**src/verilog/echo_params.svh**
```systemverilog
// Shared sizing for the echo unit.
// ADDR_W must cover 2*DELAY_SAMPLES halfword locations.
// DELAY_SAMPLES must be a power of two no larger than 2**(ADDR_W-1).

`ifndef ECHO_PARAMS_SVH
`define ECHO_PARAMS_SVH

// delay depth in frames, small for simulation
`define DELAY_SAMPLES 16

`define HALF_W 16    // one channel
`define SAMPLE_W 32  // left in upper half, right in lower half

// halfword address, two words per stored frame
`define ADDR_W 5

// delayed sample is scaled by 2**-ECHO_SHIFT before mixing
`define ECHO_SHIFT 1

`endif

```
**src/verilog/echo_pkg.sv**
```systemverilog
// Types shared by the echo unit and its testbench.
// half_t width follows HALF_W from the params header.

`include "echo_params.svh"

package echo_pkg;

  // frame sequencer states, one read-before-write frame
  typedef enum logic [2:0] {
    idle,
    read_hi,   // read even word of the slot
    read_lo,   // read odd word, capture high half
    write_hi,  // write dry high half, capture low half
    write_lo,  // write dry low half
    done       // frame_done pulse, pointer advance
  } seq_state_t;

  // one signed audio channel
  typedef logic signed [`HALF_W-1:0] half_t;

endpackage

```
**src/verilog/sram_if.sv**
```systemverilog
// Halfword memory port between sequencer and buffer.
// rd_en and wr_en are never high together; rdata is valid one edge after rd_en.

`timescale 1ns/1ns

`include "echo_params.svh"

interface sram_if
  import echo_pkg::*;
();

  logic [`ADDR_W-1:0] addr;
  logic               rd_en;
  logic               wr_en;
  half_t              wdata;
  half_t              rdata;  // registered in the memory

  modport master (
    output addr, rd_en, wr_en, wdata,
    input  rdata
  );

  modport slave (
    input  addr, rd_en, wr_en, wdata,
    output rdata
  );

endinterface
```
**src/verilog/echo_delay_top.sv**
```systemverilog
// Stereo echo unit top level.
// No back-pressure; out_valid follows an accepted trigger by 6 cycles.

`timescale 1ns/1ns

`include "echo_params.svh"

module echo_delay_top (
  input  logic                 clk,
  input  logic                 n_rst,
  input  logic                 trigger,
  input  logic                 mem_clr,
  input  logic [`SAMPLE_W-1:0] sample_in,
  output logic [`SAMPLE_W-1:0] sample_out,
  output logic                 out_valid
);

  logic [`SAMPLE_W-1:0] dry_sample;
  logic [`SAMPLE_W-1:0] delayed_sample;
  logic                 frame_done;

  sram_if u_mem_if ();

  frame_sequencer u_seq (
    .clk            (clk),
    .n_rst          (n_rst),
    .trigger        (trigger),
    .mem_clr        (mem_clr),
    .sample_in      (sample_in),
    .mem            (u_mem_if.master),
    .dry_sample     (dry_sample),
    .delayed_sample (delayed_sample),
    .frame_done     (frame_done)
  );

  // delay line storage
  halfword_sram u_sram (
    .clk     (clk),
    .n_rst   (n_rst),
    .mem_clr (mem_clr),
    .mem     (u_mem_if.slave)
  );

  echo_mixer u_mixer (
    .clk            (clk),
    .n_rst          (n_rst),
    .dry_sample     (dry_sample),
    .delayed_sample (delayed_sample),
    .frame_done     (frame_done),
    .sample_out     (sample_out),
    .out_valid      (out_valid)
  );

endmodule

```
**src/verilog/echo_mixer.sv**
```systemverilog
// Per-channel mix: dry + (delayed >>> ECHO_SHIFT), clamped to signed 16 bits.
// Output registers on frame_done and holds between frames.

`timescale 1ns/1ns

`include "echo_params.svh"

module echo_mixer
  import echo_pkg::*;
(
  input  logic                 clk,
  input  logic                 n_rst,
  input  logic [`SAMPLE_W-1:0] dry_sample,
  input  logic [`SAMPLE_W-1:0] delayed_sample,
  input  logic                 frame_done,
  output logic [`SAMPLE_W-1:0] sample_out,
  output logic                 out_valid
);

  half_t dry_l;
  half_t dry_r;
  half_t wet_l;
  half_t wet_r;
  half_t mix_l;
  half_t mix_r;

  // saturating add of one channel, one guard bit
  function automatic half_t sat_mix(input half_t dry, input half_t wet);
    logic signed [`HALF_W:0] sum;
    sum = dry + (wet >>> `ECHO_SHIFT);
    if (sum[`HALF_W] != sum[`HALF_W-1]) begin
      // overflow, sign bit tells the direction
      if (sum[`HALF_W])
        return {1'b1, {(`HALF_W-1){1'b0}}};
      else
        return {1'b0, {(`HALF_W-1){1'b1}}};
    end
    return sum[`HALF_W-1:0];
  endfunction

  assign dry_l = dry_sample[`SAMPLE_W-1:`HALF_W];
  assign dry_r = dry_sample[`HALF_W-1:0];
  assign wet_l = delayed_sample[`SAMPLE_W-1:`HALF_W];
  assign wet_r = delayed_sample[`HALF_W-1:0];

  assign mix_l = sat_mix(dry_l, wet_l);
  assign mix_r = sat_mix(dry_r, wet_r);

  always_ff @(posedge clk, negedge n_rst) begin
    if (!n_rst) begin
      sample_out <= '0;
      out_valid  <= 1'b0;
    end else begin
      out_valid <= frame_done;  // one cycle per frame
      if (frame_done)
        sample_out <= {mix_l, mix_r};
    end
  end

endmodule

```
**src/verilog/frame_sequencer.sv**
```systemverilog
// One frame per accepted trigger: two halfword reads, then two writes, same slot.
// Triggers outside idle are dropped. mem_clr abandons a frame with no frame_done.
// Slot pointer wraps at DELAY_SAMPLES, so the echo is exactly DELAY_SAMPLES frames old.

`timescale 1ns/1ns

`include "echo_params.svh"

module frame_sequencer
  import echo_pkg::*;
(
  input  logic                 clk,
  input  logic                 n_rst,
  input  logic                 trigger,
  input  logic                 mem_clr,
  input  logic [`SAMPLE_W-1:0] sample_in,
  sram_if.master               mem,
  output logic [`SAMPLE_W-1:0] dry_sample,
  output logic [`SAMPLE_W-1:0] delayed_sample,
  output logic                 frame_done
);

  localparam int SLOT_W = `ADDR_W - 1;
  localparam logic [SLOT_W-1:0] LAST_SLOT = SLOT_W'(`DELAY_SAMPLES - 1);

  seq_state_t state;
  seq_state_t next_state;

  logic [SLOT_W-1:0] slot;  // current frame slot in the delay line
  logic              accept;

  assign accept = (state == idle) && trigger && !mem_clr;

  // state and pointer
  always_ff @(posedge clk, negedge n_rst) begin
    if (!n_rst) begin
      state <= idle;
      slot  <= '0;
    end else if (mem_clr) begin
      state <= idle;
      slot  <= '0;
    end else begin
      state <= next_state;
      if (state == done) begin
        if (slot == LAST_SLOT)
          slot <= '0;
        else
          slot <= slot + 1'b1;
      end
    end
  end

  always_comb begin
    next_state = state;
    case (state)
      idle:     if (trigger) next_state = read_hi;
      read_hi:  next_state = read_lo;
      read_lo:  next_state = write_hi;
      write_hi: next_state = write_lo;
      write_lo: next_state = done;
      done:     next_state = idle;
      default:  next_state = idle;
    endcase
  end

  // payload: dry latch on accept, read-back assembled over two cycles
  always_ff @(posedge clk) begin
    if (accept)
      dry_sample <= sample_in;
    if (state == read_lo)
      delayed_sample[`SAMPLE_W-1:`HALF_W] <= mem.rdata;  // from read_hi
    if (state == write_hi)
      delayed_sample[`HALF_W-1:0] <= mem.rdata;          // from read_lo
  end

  // memory port, decoded from state
  always_comb begin
    mem.rd_en = 1'b0;
    mem.wr_en = 1'b0;
    mem.addr  = {slot, 1'b0};
    mem.wdata = '0;
    case (state)
      read_hi: begin
        mem.rd_en = 1'b1;
      end
      read_lo: begin
        mem.rd_en = 1'b1;
        mem.addr  = {slot, 1'b1};
      end
      write_hi: begin
        mem.wr_en = 1'b1;
        mem.wdata = half_t'(dry_sample[`SAMPLE_W-1:`HALF_W]);
      end
      write_lo: begin
        mem.wr_en = 1'b1;
        mem.addr  = {slot, 1'b1};
        mem.wdata = half_t'(dry_sample[`HALF_W-1:0]);
      end
      default: begin
        mem.rd_en = 1'b0;  // idle and done leave the port quiet
      end
    endcase
  end

  assign frame_done = (state == done);

endmodule

```
**src/verilog/halfword_sram.sv**
```systemverilog
// Register-array halfword memory, 2*DELAY_SAMPLES words.
// Synchronous read and write; mem_clr zeroes every word and rdata in one edge.

`timescale 1ns/1ns

`include "echo_params.svh"

module halfword_sram
  import echo_pkg::*;
(
  input  logic   clk,
  input  logic   n_rst,
  input  logic   mem_clr,
  sram_if.slave  mem
);

  localparam int DEPTH = 2 * `DELAY_SAMPLES;

  half_t words [DEPTH];

  always_ff @(posedge clk, negedge n_rst) begin
    if (!n_rst) begin
      for (int i = 0; i < DEPTH; i++)
        words[i] <= '0;
      mem.rdata <= '0;
    end else if (mem_clr) begin
      // whole buffer cleared at once
      for (int i = 0; i < DEPTH; i++)
        words[i] <= '0;
      mem.rdata <= '0;
    end else begin
      if (mem.wr_en)
        words[mem.addr] <= mem.wdata;
      if (mem.rd_en)
        mem.rdata <= words[mem.addr];  // held until next read
    end
  end

endmodule

```
**config.mk**
```make
export PLATFORM = sky130hd
export DESIGN_NAME = echo_delay_top
export DESIGN_NICKNAME = d
export VERILOG_FILES = /design/src/verilog/echo_pkg.sv /design/src/verilog/sram_if.sv /design/src/verilog/echo_delay_top.sv /design/src/verilog/echo_mixer.sv /design/src/verilog/frame_sequencer.sv /design/src/verilog/halfword_sram.sv
export VERILOG_INCLUDE_DIRS = /design/src /design/src/verilog
export SDC_FILE = /design/constraint.sdc
export NUM_CORES = 1
export LEC_CHECK = 0
export BUFFER_PORTS_ARGS = -buffer_cell sky130_fd_sc_hd__buf_2
export CORE_ASPECT_RATIO = 1.5
export CORE_UTILIZATION = 35
export CTS_CLUSTER_SIZE = 16
export DETAILED_ROUTE_END_ITERATION = 8
export PLACE_DENSITY = 0.46
export SYNTH_ARGS = -nofsm -noshare
export SYNTH_HDL_FRONTEND = slang
export SYNTH_HIERARCHICAL = 1
export SYNTH_SLANG_ARGS = --single-unit
```
**constraint.sdc**
```tcl
create_clock -name clk -period 10.06 [get_ports clk]
set_input_delay 2.515 -clock clk [delete_from_list [all_inputs] [get_ports clk]]
set_output_delay 2.515 -clock clk [all_outputs]
set_load 0.1 [all_outputs]
```
Yosys cells after proc, flatten, opt, wreduce, memory -nomap -nowiden --
Cells that the tools add are included.
Operators by class: bitwise logic cells 1, reductions and logical operators 11, add/subtract/negate cells 3, $lt $le $gt $ge 2, multiplexer cells 28, equality and inequality tests 9
Operators with widths (number):
- 2-to-1 mux 512 bit | 2
- bitwise mux 512 bit | 1
- 2-to-1 mux 16 bit | 11
- binary-select mux 16 bit (select 5 bit) | 1
- demux 16 bit (select 5 bit) | 1
- adder 16 x 15 -> 17 bit | 2
- case mux 16 bit (2 select lines) | 1
- case mux 3 bit (5 select lines) | 1
- 2-to-1 mux 4 bit | 3
- equality test 3 x 2 -> 1 bit, second input constant | 2
- equality test 3 bit, second input constant | 2
- >= comparator 6 bit, second input constant | 1
- less-than comparator 6 x 1 -> 1 bit, second input constant | 1
- 2-to-1 mux 3 bit | 2
- NOT 5 -> 6 bit | 1
- nonzero test 2 bit | 3
- OR reduction 2 bit | 3
- 2-to-1 mux 1 bit | 5
- adder 4 x 1 -> 4 bit, second input constant | 1
- equality test 4 bit, second input constant | 1
- equality test 3 x 1 -> 1 bit, second input constant | 1
- logical AND 1 bit | 3
- zero test 3 bit | 1
- != test 3 bit, second input constant | 1
- other kinds (2) | 3
Storage, ports and cells: word-level logic and storage cells 94, register bits 632

Logic depth before layout (Yosys ltp) --
Gate-level depths: netlist (run 1).
depth after elaboration 11, depth in mapped cells 11, mapped depth without buffers 10

Modules after synthesis --
Netlist (run 1), hierarchy kept.
By module, submodules not included:
- halfword_sram | sequential area each 13212.7 um^2, times used 1, area each 24143.2 um^2, cells each 2176
- echo_mixer | sequential area each 825.8 um^2, times used 1, area each 2819.0 um^2, cells each 313
- frame_sequencer | sequential area each 2097.0 um^2, times used 1, area each 2544.9 um^2, cells each 123

Worst setup path after synthesis (run 1) --
Ideal clock, no wire load.
kind input port to flip-flop, from in mem_clr, to reg u_seq.dry_sample[0], enable pin, setup time 0.392 ns, arrival 3.486 ns, required time 9.668 ns, stages on the path 2, slack 6.182 ns, cell sequence nor4_1 and2_1
Between the ends: longest elaborated chain between the ends 2
Ends and longest elaborated chain:
- start: declaration | RTL line echo_delay_top.sv:12 | input logic mem_clr,
- zero test 1 bit | RTL line frame_sequencer.sv:32 | assign accept = (state == idle) && trigger && !mem_clr;
- logical AND 1 bit | RTL line frame_sequencer.sv:32
- via u_seq.accept | RTL line frame_sequencer.sv:30 | logic accept;
- end signal: assignment | RTL line frame_sequencer.sv:69 | dry_sample <= sample_in;
- end: declaration | RTL line frame_sequencer.sv:18 | output logic [`SAMPLE_W-1:0] dry_sample,
The timed path passes the listed nets, and every way through them passes these cells. A chain may end at the register's enable or synchronous reset.

Worst setup path after layout (run 1) --
from reg u_seq.slot[0], to reg u_sram/words[332] (netlist bit)
Between the ends: longest elaborated chain between the ends 8, elaborated cells between the ends (all ways) 9, those cells by class order compare: 2; mux: 5; bitwise: 1; reduce/logical: 1
Ends and longest elaborated chain:
- start: declaration | RTL line frame_sequencer.sv:29 | logic [SLOT_W-1:0] slot;
- start signal: assignment | RTL line frame_sequencer.sv:48 | slot <= slot + 1'b1;
- NOT 5 -> 6 bit (implied by the code) (*) | RTL line halfword_sram.sv:33 | words[mem.addr] <= mem.wdata;
- >= comparator 6 bit (implied by the code) or less-than comparator 6 x 1 -> 1 bit (tied branches) | RTL line halfword_sram.sv:33
- logical AND 1 bit (implied by the code) | RTL line halfword_sram.sv:33
- 2-to-1 mux 16 bit (implied by the code) | RTL line halfword_sram.sv:33
- demux 16 bit (select 5 bit) (*) | RTL line halfword_sram.sv:33
- bitwise mux 512 bit (*) | RTL line halfword_sram.sv:33
- 2-to-1 mux 512 bit (*) | RTL line halfword_sram.sv:32 | if (mem.wr_en)
- 2-to-1 mux 512 bit (*) | RTL line halfword_sram.sv:26 | end else if (mem_clr) begin
- end signal: indexed assignment | RTL line halfword_sram.sv:33
- end: declaration | RTL line halfword_sram.sv:19 | half_t words [DEPTH];
Every way passes the cells marked *; elsewhere a longest branch is shown, timed or not. The select of a mux whose other input is x is not followed.

==> results.md, run 1 <==
- Layout Area Growth over Synthesis: 10.4%
- Count of pins over their slew limit: 0
- Detailed placement HPWL: approximately 65000 µm
- DP Area: 28900 µm²
- Status: finished, final reports clean
- Post-Syn Nets: 2520
- Final wirelength: between 90000 and 100000 µm
- CTS Buf Count: 59
- # port buffers: between 60 and 70
- Total Routing Usage GR: 0.241
- Worst min path class: reg2reg
- Htree depth: 2
- Relative slew slack: 0.0988
- Num ports: between 60 and 70
- DRC Markers: 0
- Final instance area: 30800 µm²
- Power Total: 5.70 mW
- Clk Latency, worst-skew pair: 0.65 ns
- Global-route wire length before repair: 145000 µm
- Critical path startpoint category: register
- Largest net degree at the start of global routing: 154
- Count of final hold-check violations: 0
- Post-Syn Area: 27900 µm²
- Clock transition at path regs: 0.06 ns
- Placed insts: 3341
- Initial drt markers: 1685
- Remaining antenna violation count: 0
- Most common cell after layout, fill and taps aside: dfrtp_1
- Critical Path AT: 5.04 ns
- Layout cells sized above 1: 0.111
- Row cnt: 126
- Yosys Warn Count: 6
- Post-Layout Cell Count: 3446
- MaxCap Viol Count: 0
- Power density cells: 185 nW/µm²
- Vias per cell: about 6
- Core Area: 78800 µm²
- Starting Density: 0.354
- DR vias: 20591
- Hold WS: between 0.4 and 0.5 ns
- Most frequent cells in the layout: dfrtp_1 (534), a22o_1 (378), mux2i_1 (243)
- Crit path time final: 4.47 ns
- Number of global-route vias before repair: 20950
- RSZ-0062 raised after global routing: no
- Total negative slack: 0 ns
- Period utilization: 0.444
- WL/cell: 28.3 µm
- Delay-heaviest family, CP: simple AND/OR/NAND/NOR gates
- Peak VDD IR: 0.121 mV
- Cells along the critical path: buf_12 -> buf_4 -> nand2_1 -> nor3_1 -> a22o_1
- Crit-path slowest cell: nor3_1
- Clock skew: 0.0177 ns
- DIE AREA: between 80000 and 90000 µm²
- Final nets: 2449
- Sink Count: between 500 and 600
- Deepest clock path buffer count: 3
- Grt total ovfl: 0
- Slew @ Worst Pin: between 1 and 1.5 ns
- Max Fanout on Critical Path: 106
- CTS tree: done
- Leakage: 12.5 nW
- CP Capture Type: register
- DIE WIDTH: 233 µm
- Setup violators final: 0
- Antenna violations before repair: 0
- Root buf cell: clkbuf_16
- Crit path kind: reg2reg
- Post-cts resize count: 0
- Setup Buffers After CTS: 0
- Routability cong.: between 0.8 and 0.9
- Post-Syn Instances: 2449
- Hold-fix buffers, CTS: 0
- First-pass iteration count of the detailed router: 7
- CP max stage delay: 1.22 ns
- Die H: roughly 350 µm
- CP required: 10.63 ns
- Inserted Diodes: 0
- CP Buf/Inv Count: 2
- Max frequency: between 0.2 and 0.25 GHz
- Syn Area/Cell: 11.4 µm²
-- layer usage --
layer / up-vias / GRT usage / routed length, µm
li1: 9018 / - / -
met2: 646 / 0.426 / 50200
met1: 10765 / 0.293 / 38700
met4: 0 / 0.105 / 4530
met3: 162 / 0.0269 / 4050
met5: - / 0 / 0
-- worst register-to-register path: cells and delay by family, from the launching register on --
family	cells	cell delay, ns
AO/OA/AOI/OAI	1	0.29
buffers and inverters	2	1.48
flip-flops	1	0.69
AND/OR/NAND/NOR	2	1.93
-- area by class of cell --
class,instances,area (µm²)
Sequential cell,597,15300
Clock buffer,86,1760
Clock inverter,19,179
Fill cell,7554,48000
Timing Repair Buffer,136,888
Inverter,20,75.1
Multi-Input combinational cell,1564,11400
Tap cell,1024,1280
-- metrics by stage --
stage / worst slack [ns] / utilization
2_1_floorplan: 6.18 / -
3_3_place_gp: 5.02 / 0.366
3_5_place_dp: 4.97 / 0.366
4_1_cts: 5.61 / 0.391
5_1_grt: 5.44 / 0.391
6_report: 5.59 / 0.391
-- path summary, 6_finish.rpt --
check / slack (ns) / to / startpoint / cells after the start
max: 5.59 / u_sram/words[332] / u_seq/slot[0] / 5
max reg2reg: 5.59 / u_sram/words[332] / u_seq/slot[0] / 5
min in group asynchronous: 1.78 / u_mixer/sample_out[0] / n_rst / 1
min reg2reg: 0.50 / u_sram/words[311] / u_sram/words[311] / 1
max in group asynchronous: 6.24 / u_sram/words[426] / n_rst / 3
min: 0.50 / u_sram/words[311] / u_sram/words[311] / 1
-- sequential cells by signal, indices dropped and copies added, names as in the netlist --
register and cells:
u_sram/words 480, u_mixer/sample_out 32, u_seq/dry_sample 32, u_seq/delayed_sample 30
u_sram/mem.rdata 15, u_seq/slot 4, u_seq/state 3, u_mixer/out_valid 1
-- power breakdown --
group	leakage (nW)	switching, mW	total, mW	internal [mW]
sequential	8.02	0.0758	2.60	2.52
clock	0.952	0.984	2.26	1.28
combinational	3.52	0.673	0.836	0.163
Power figures use the tool's default switching activity.
==> inputs of run 2 (changes only) <==
--- a/config.mk
+++ b/config.mk
@@ -11,7 +11,7 @@
 export CORE_UTILIZATION = 35
 export CTS_CLUSTER_SIZE = 16
 export DETAILED_ROUTE_END_ITERATION = 8
-export PLACE_DENSITY = 0.46
+export PLACE_DENSITY = 0.47
 export SYNTH_ARGS = -nofsm -noshare
 export SYNTH_HDL_FRONTEND = slang
 export SYNTH_HIERARCHICAL = 1
==> constraint.sdc (replaced) <==
create_clock -name clk -period 3.66 [get_ports clk]
set_input_delay 0.915 -clock clk [delete_from_list [all_inputs] [get_ports clk]]
set_output_delay 0.915 -clock clk [all_outputs]
set_load 0.1 [all_outputs]
==> run 2 against run 1 <==
Maximum frequency is 33% higher. Critical path depth is 2 higher. Core utilization is 1.2 points higher. Combinational power grew to 2.8 times the previous value. Total power grew to 2.8 times the previous value.
==> results.md, run 2 (synthesis results as in run 1) <==
- Clock skew: 0.0227 ns
- CP required: 4.14 ns
- CTS Buf Count: 59
- FF-to-FF End: u_sram/mem.rdata[9]
- First-pass iteration count of the detailed router: 8
- Slew @ Worst Pin: roughly 1.4 ns
- Leakage: 13.1 nW
- Top Registers: u_sram/words x480, u_mixer/sample_out x32, u_seq/dry_sample x32
- Placed insts: 3435
- Layout Area Growth over Synthesis: 13.8%
- Global-route wire length before repair: 150000 µm
- Power density cells: 505 nW/µm²
- Reg2Reg Launch Point: u_seq/state[2]
- Setup Buffers After CTS: 0
- Grt total ovfl: 0
- CP Capture Type: register
- RSZ-0062 raised after global routing: no
- DIE WIDTH: 233 µm
- DR vias: 21233
- Number of global-route vias before repair: 21618
- Deepest clock path buffer count: 3
- Count of final hold-check violations: 0
- Clk Latency, worst-skew pair: 0.65 ns
- Total Routing Usage GR: 0.251
- Worst min path class: in2async
- Count of pins over their slew limit: 0
- Setup violators final: 0
- Starting Density: 0.354
- Root buf cell: clkbuf_16
- Cells on worst reg2reg path: 7
- Initial drt markers: 2048
- Max frequency: 0.297 GHz
- Clock transition at path regs: 0.06 ns
- # port buffers: 68
- Die H: 348 µm
- Setup crit start: u_seq/state[2]
- Post-Layout Cell Count: around 3500
- Max Fanout on Critical Path: 21
- Final instance area: 31800 µm²
- Worst R2R Setup Slack: 0.29 ns
- Final wirelength: roughly 100000 µm
- WL/cell: 28.8 µm
- Htree depth: 2
- Remaining antenna violation count: 0
- Sink Count: ~600
- DP Area: 29700 µm²
- Critical Path AT: 3.85 ns
- Layout cells sized above 1: 0.147
- Most frequent cells in the layout: dfrtp_1 (534), a22o_1 (379), mux2i_1 (243)
- MaxCap Viol Count: 0
- Max FFs per register: 480
- Vias per cell: 5.99
- Hold-fix buffers, CTS: 0
- Row cnt: between 100 and 150
- Core Area: 78800 µm²
- Crit path time final: 3.37 ns
- DIE AREA: 80900 µm²
- Status: finished, final reports clean
- Antenna violations before repair: 0
- Power Total: 16.0 mW
- Critical path startpoint category: register
- Final nets: between 2000 and 3000
- FILL cells: 7497
- CTS tree: done
- Detailed placement HPWL: 69900 µm
- Peak VDD IR: 0.360 mV
- Most common cell after layout, fill and taps aside: dfrtp_1
- Critical Path End: u_sram/mem.rdata[9]
- Relative slew slack: 0.0819
- Largest net degree at the start of global routing: 119
- Total negative slack: 0 ns
- Period utilization: 0.921
- Crit path kind: reg2reg
- Inserted Diodes: 0
- Post-cts resize count: 0
- DRC Markers: 0
- Num ports: 69
- Register with the most flip-flops: u_sram/words
- Routability cong.: 0.918
## run 2: changes by cell type in the layout (fill, tap and decap cells not counted), sizes merged
cell | before | now
inv | 21 | 22
clkinv | 12 | 13
clkbuf | 86 | 87
bufinv | 3 | 6
clkinvlp | 3 | 2
buf | 136 | 230
## run 2: where the power goes
group | total [mW] | internal, mW | switching, mW
Clock | 6.54 | 3.80 | 2.74
Sequential | 7.14 | 6.94 | 0.205
Combinational | 2.36 | 0.482 | 1.88
## run 2: worst min path at each step
| stage | slack (ns) | depth (start not counted) | endpoint |
|---|---|---|---|
| floorplan | 0.44 | 0 | u_seq/delayed_sample[10] |
| global route | 0.15 | 1 | u_sram/words[466] |
| CTS | 0.14 | 1 | u_sram/words[465] |
| detailed placement | 0.48 | 2 | u_sram/words[501] |
| global placement | 0.48 | 2 | u_sram/words[501] |
| finish | 0.17 | 1 | u_sram/words[465] |
## run 2: worst max-delay path, cell delays in order, from the launching register on
cell	delay (ns)
dfrtp_1	0.50
nor3b_4	0.21
or2_2	0.50
or4b_1	0.54
buf_4	0.28
o22ai_1	0.17
nor4_1	0.79
a311oi_1	0.21
## run 2: final cells by class
type	instances	area, µm²	area share
timing repair buffer	230	1720	0.0541
inverter	20	75.1	0.00236
clock inverter	23	279	0.00878
clock buffer	87	1790	0.0562
multi-input combinational	1564	11400	0.359
tap	1024	1280	0.0403
sequential	597	15300	0.480
## run 2: through the flow
| stage | hold slack (ns) | utilization | setup slack, ns |
|---|---|---|---|
| global route | 0.146 | 0.403 | 0.221 |
| CTS | 0.145 | 0.403 | 0.271 |
| finish | 0.167 | 0.403 | 0.289 |
| global placement | 0.475 | 0.377 | 0.357 |
| floorplan | 0.443 | - | 0.280 |
| detailed placement | 0.475 | 0.377 | 0.296 |
## run 2: metal layers
metal | part of all wire | track usage | vias to the layer above
met2 | 0.51 | 0.444 | 799
met4 | 0.048 | 0.112 | 0
met1 | 0.39 | 0.301 | 11039
met5 | 0 | 0 | -
li1 | - | - | 9199
met3 | 0.047 | 0.0318 | 196
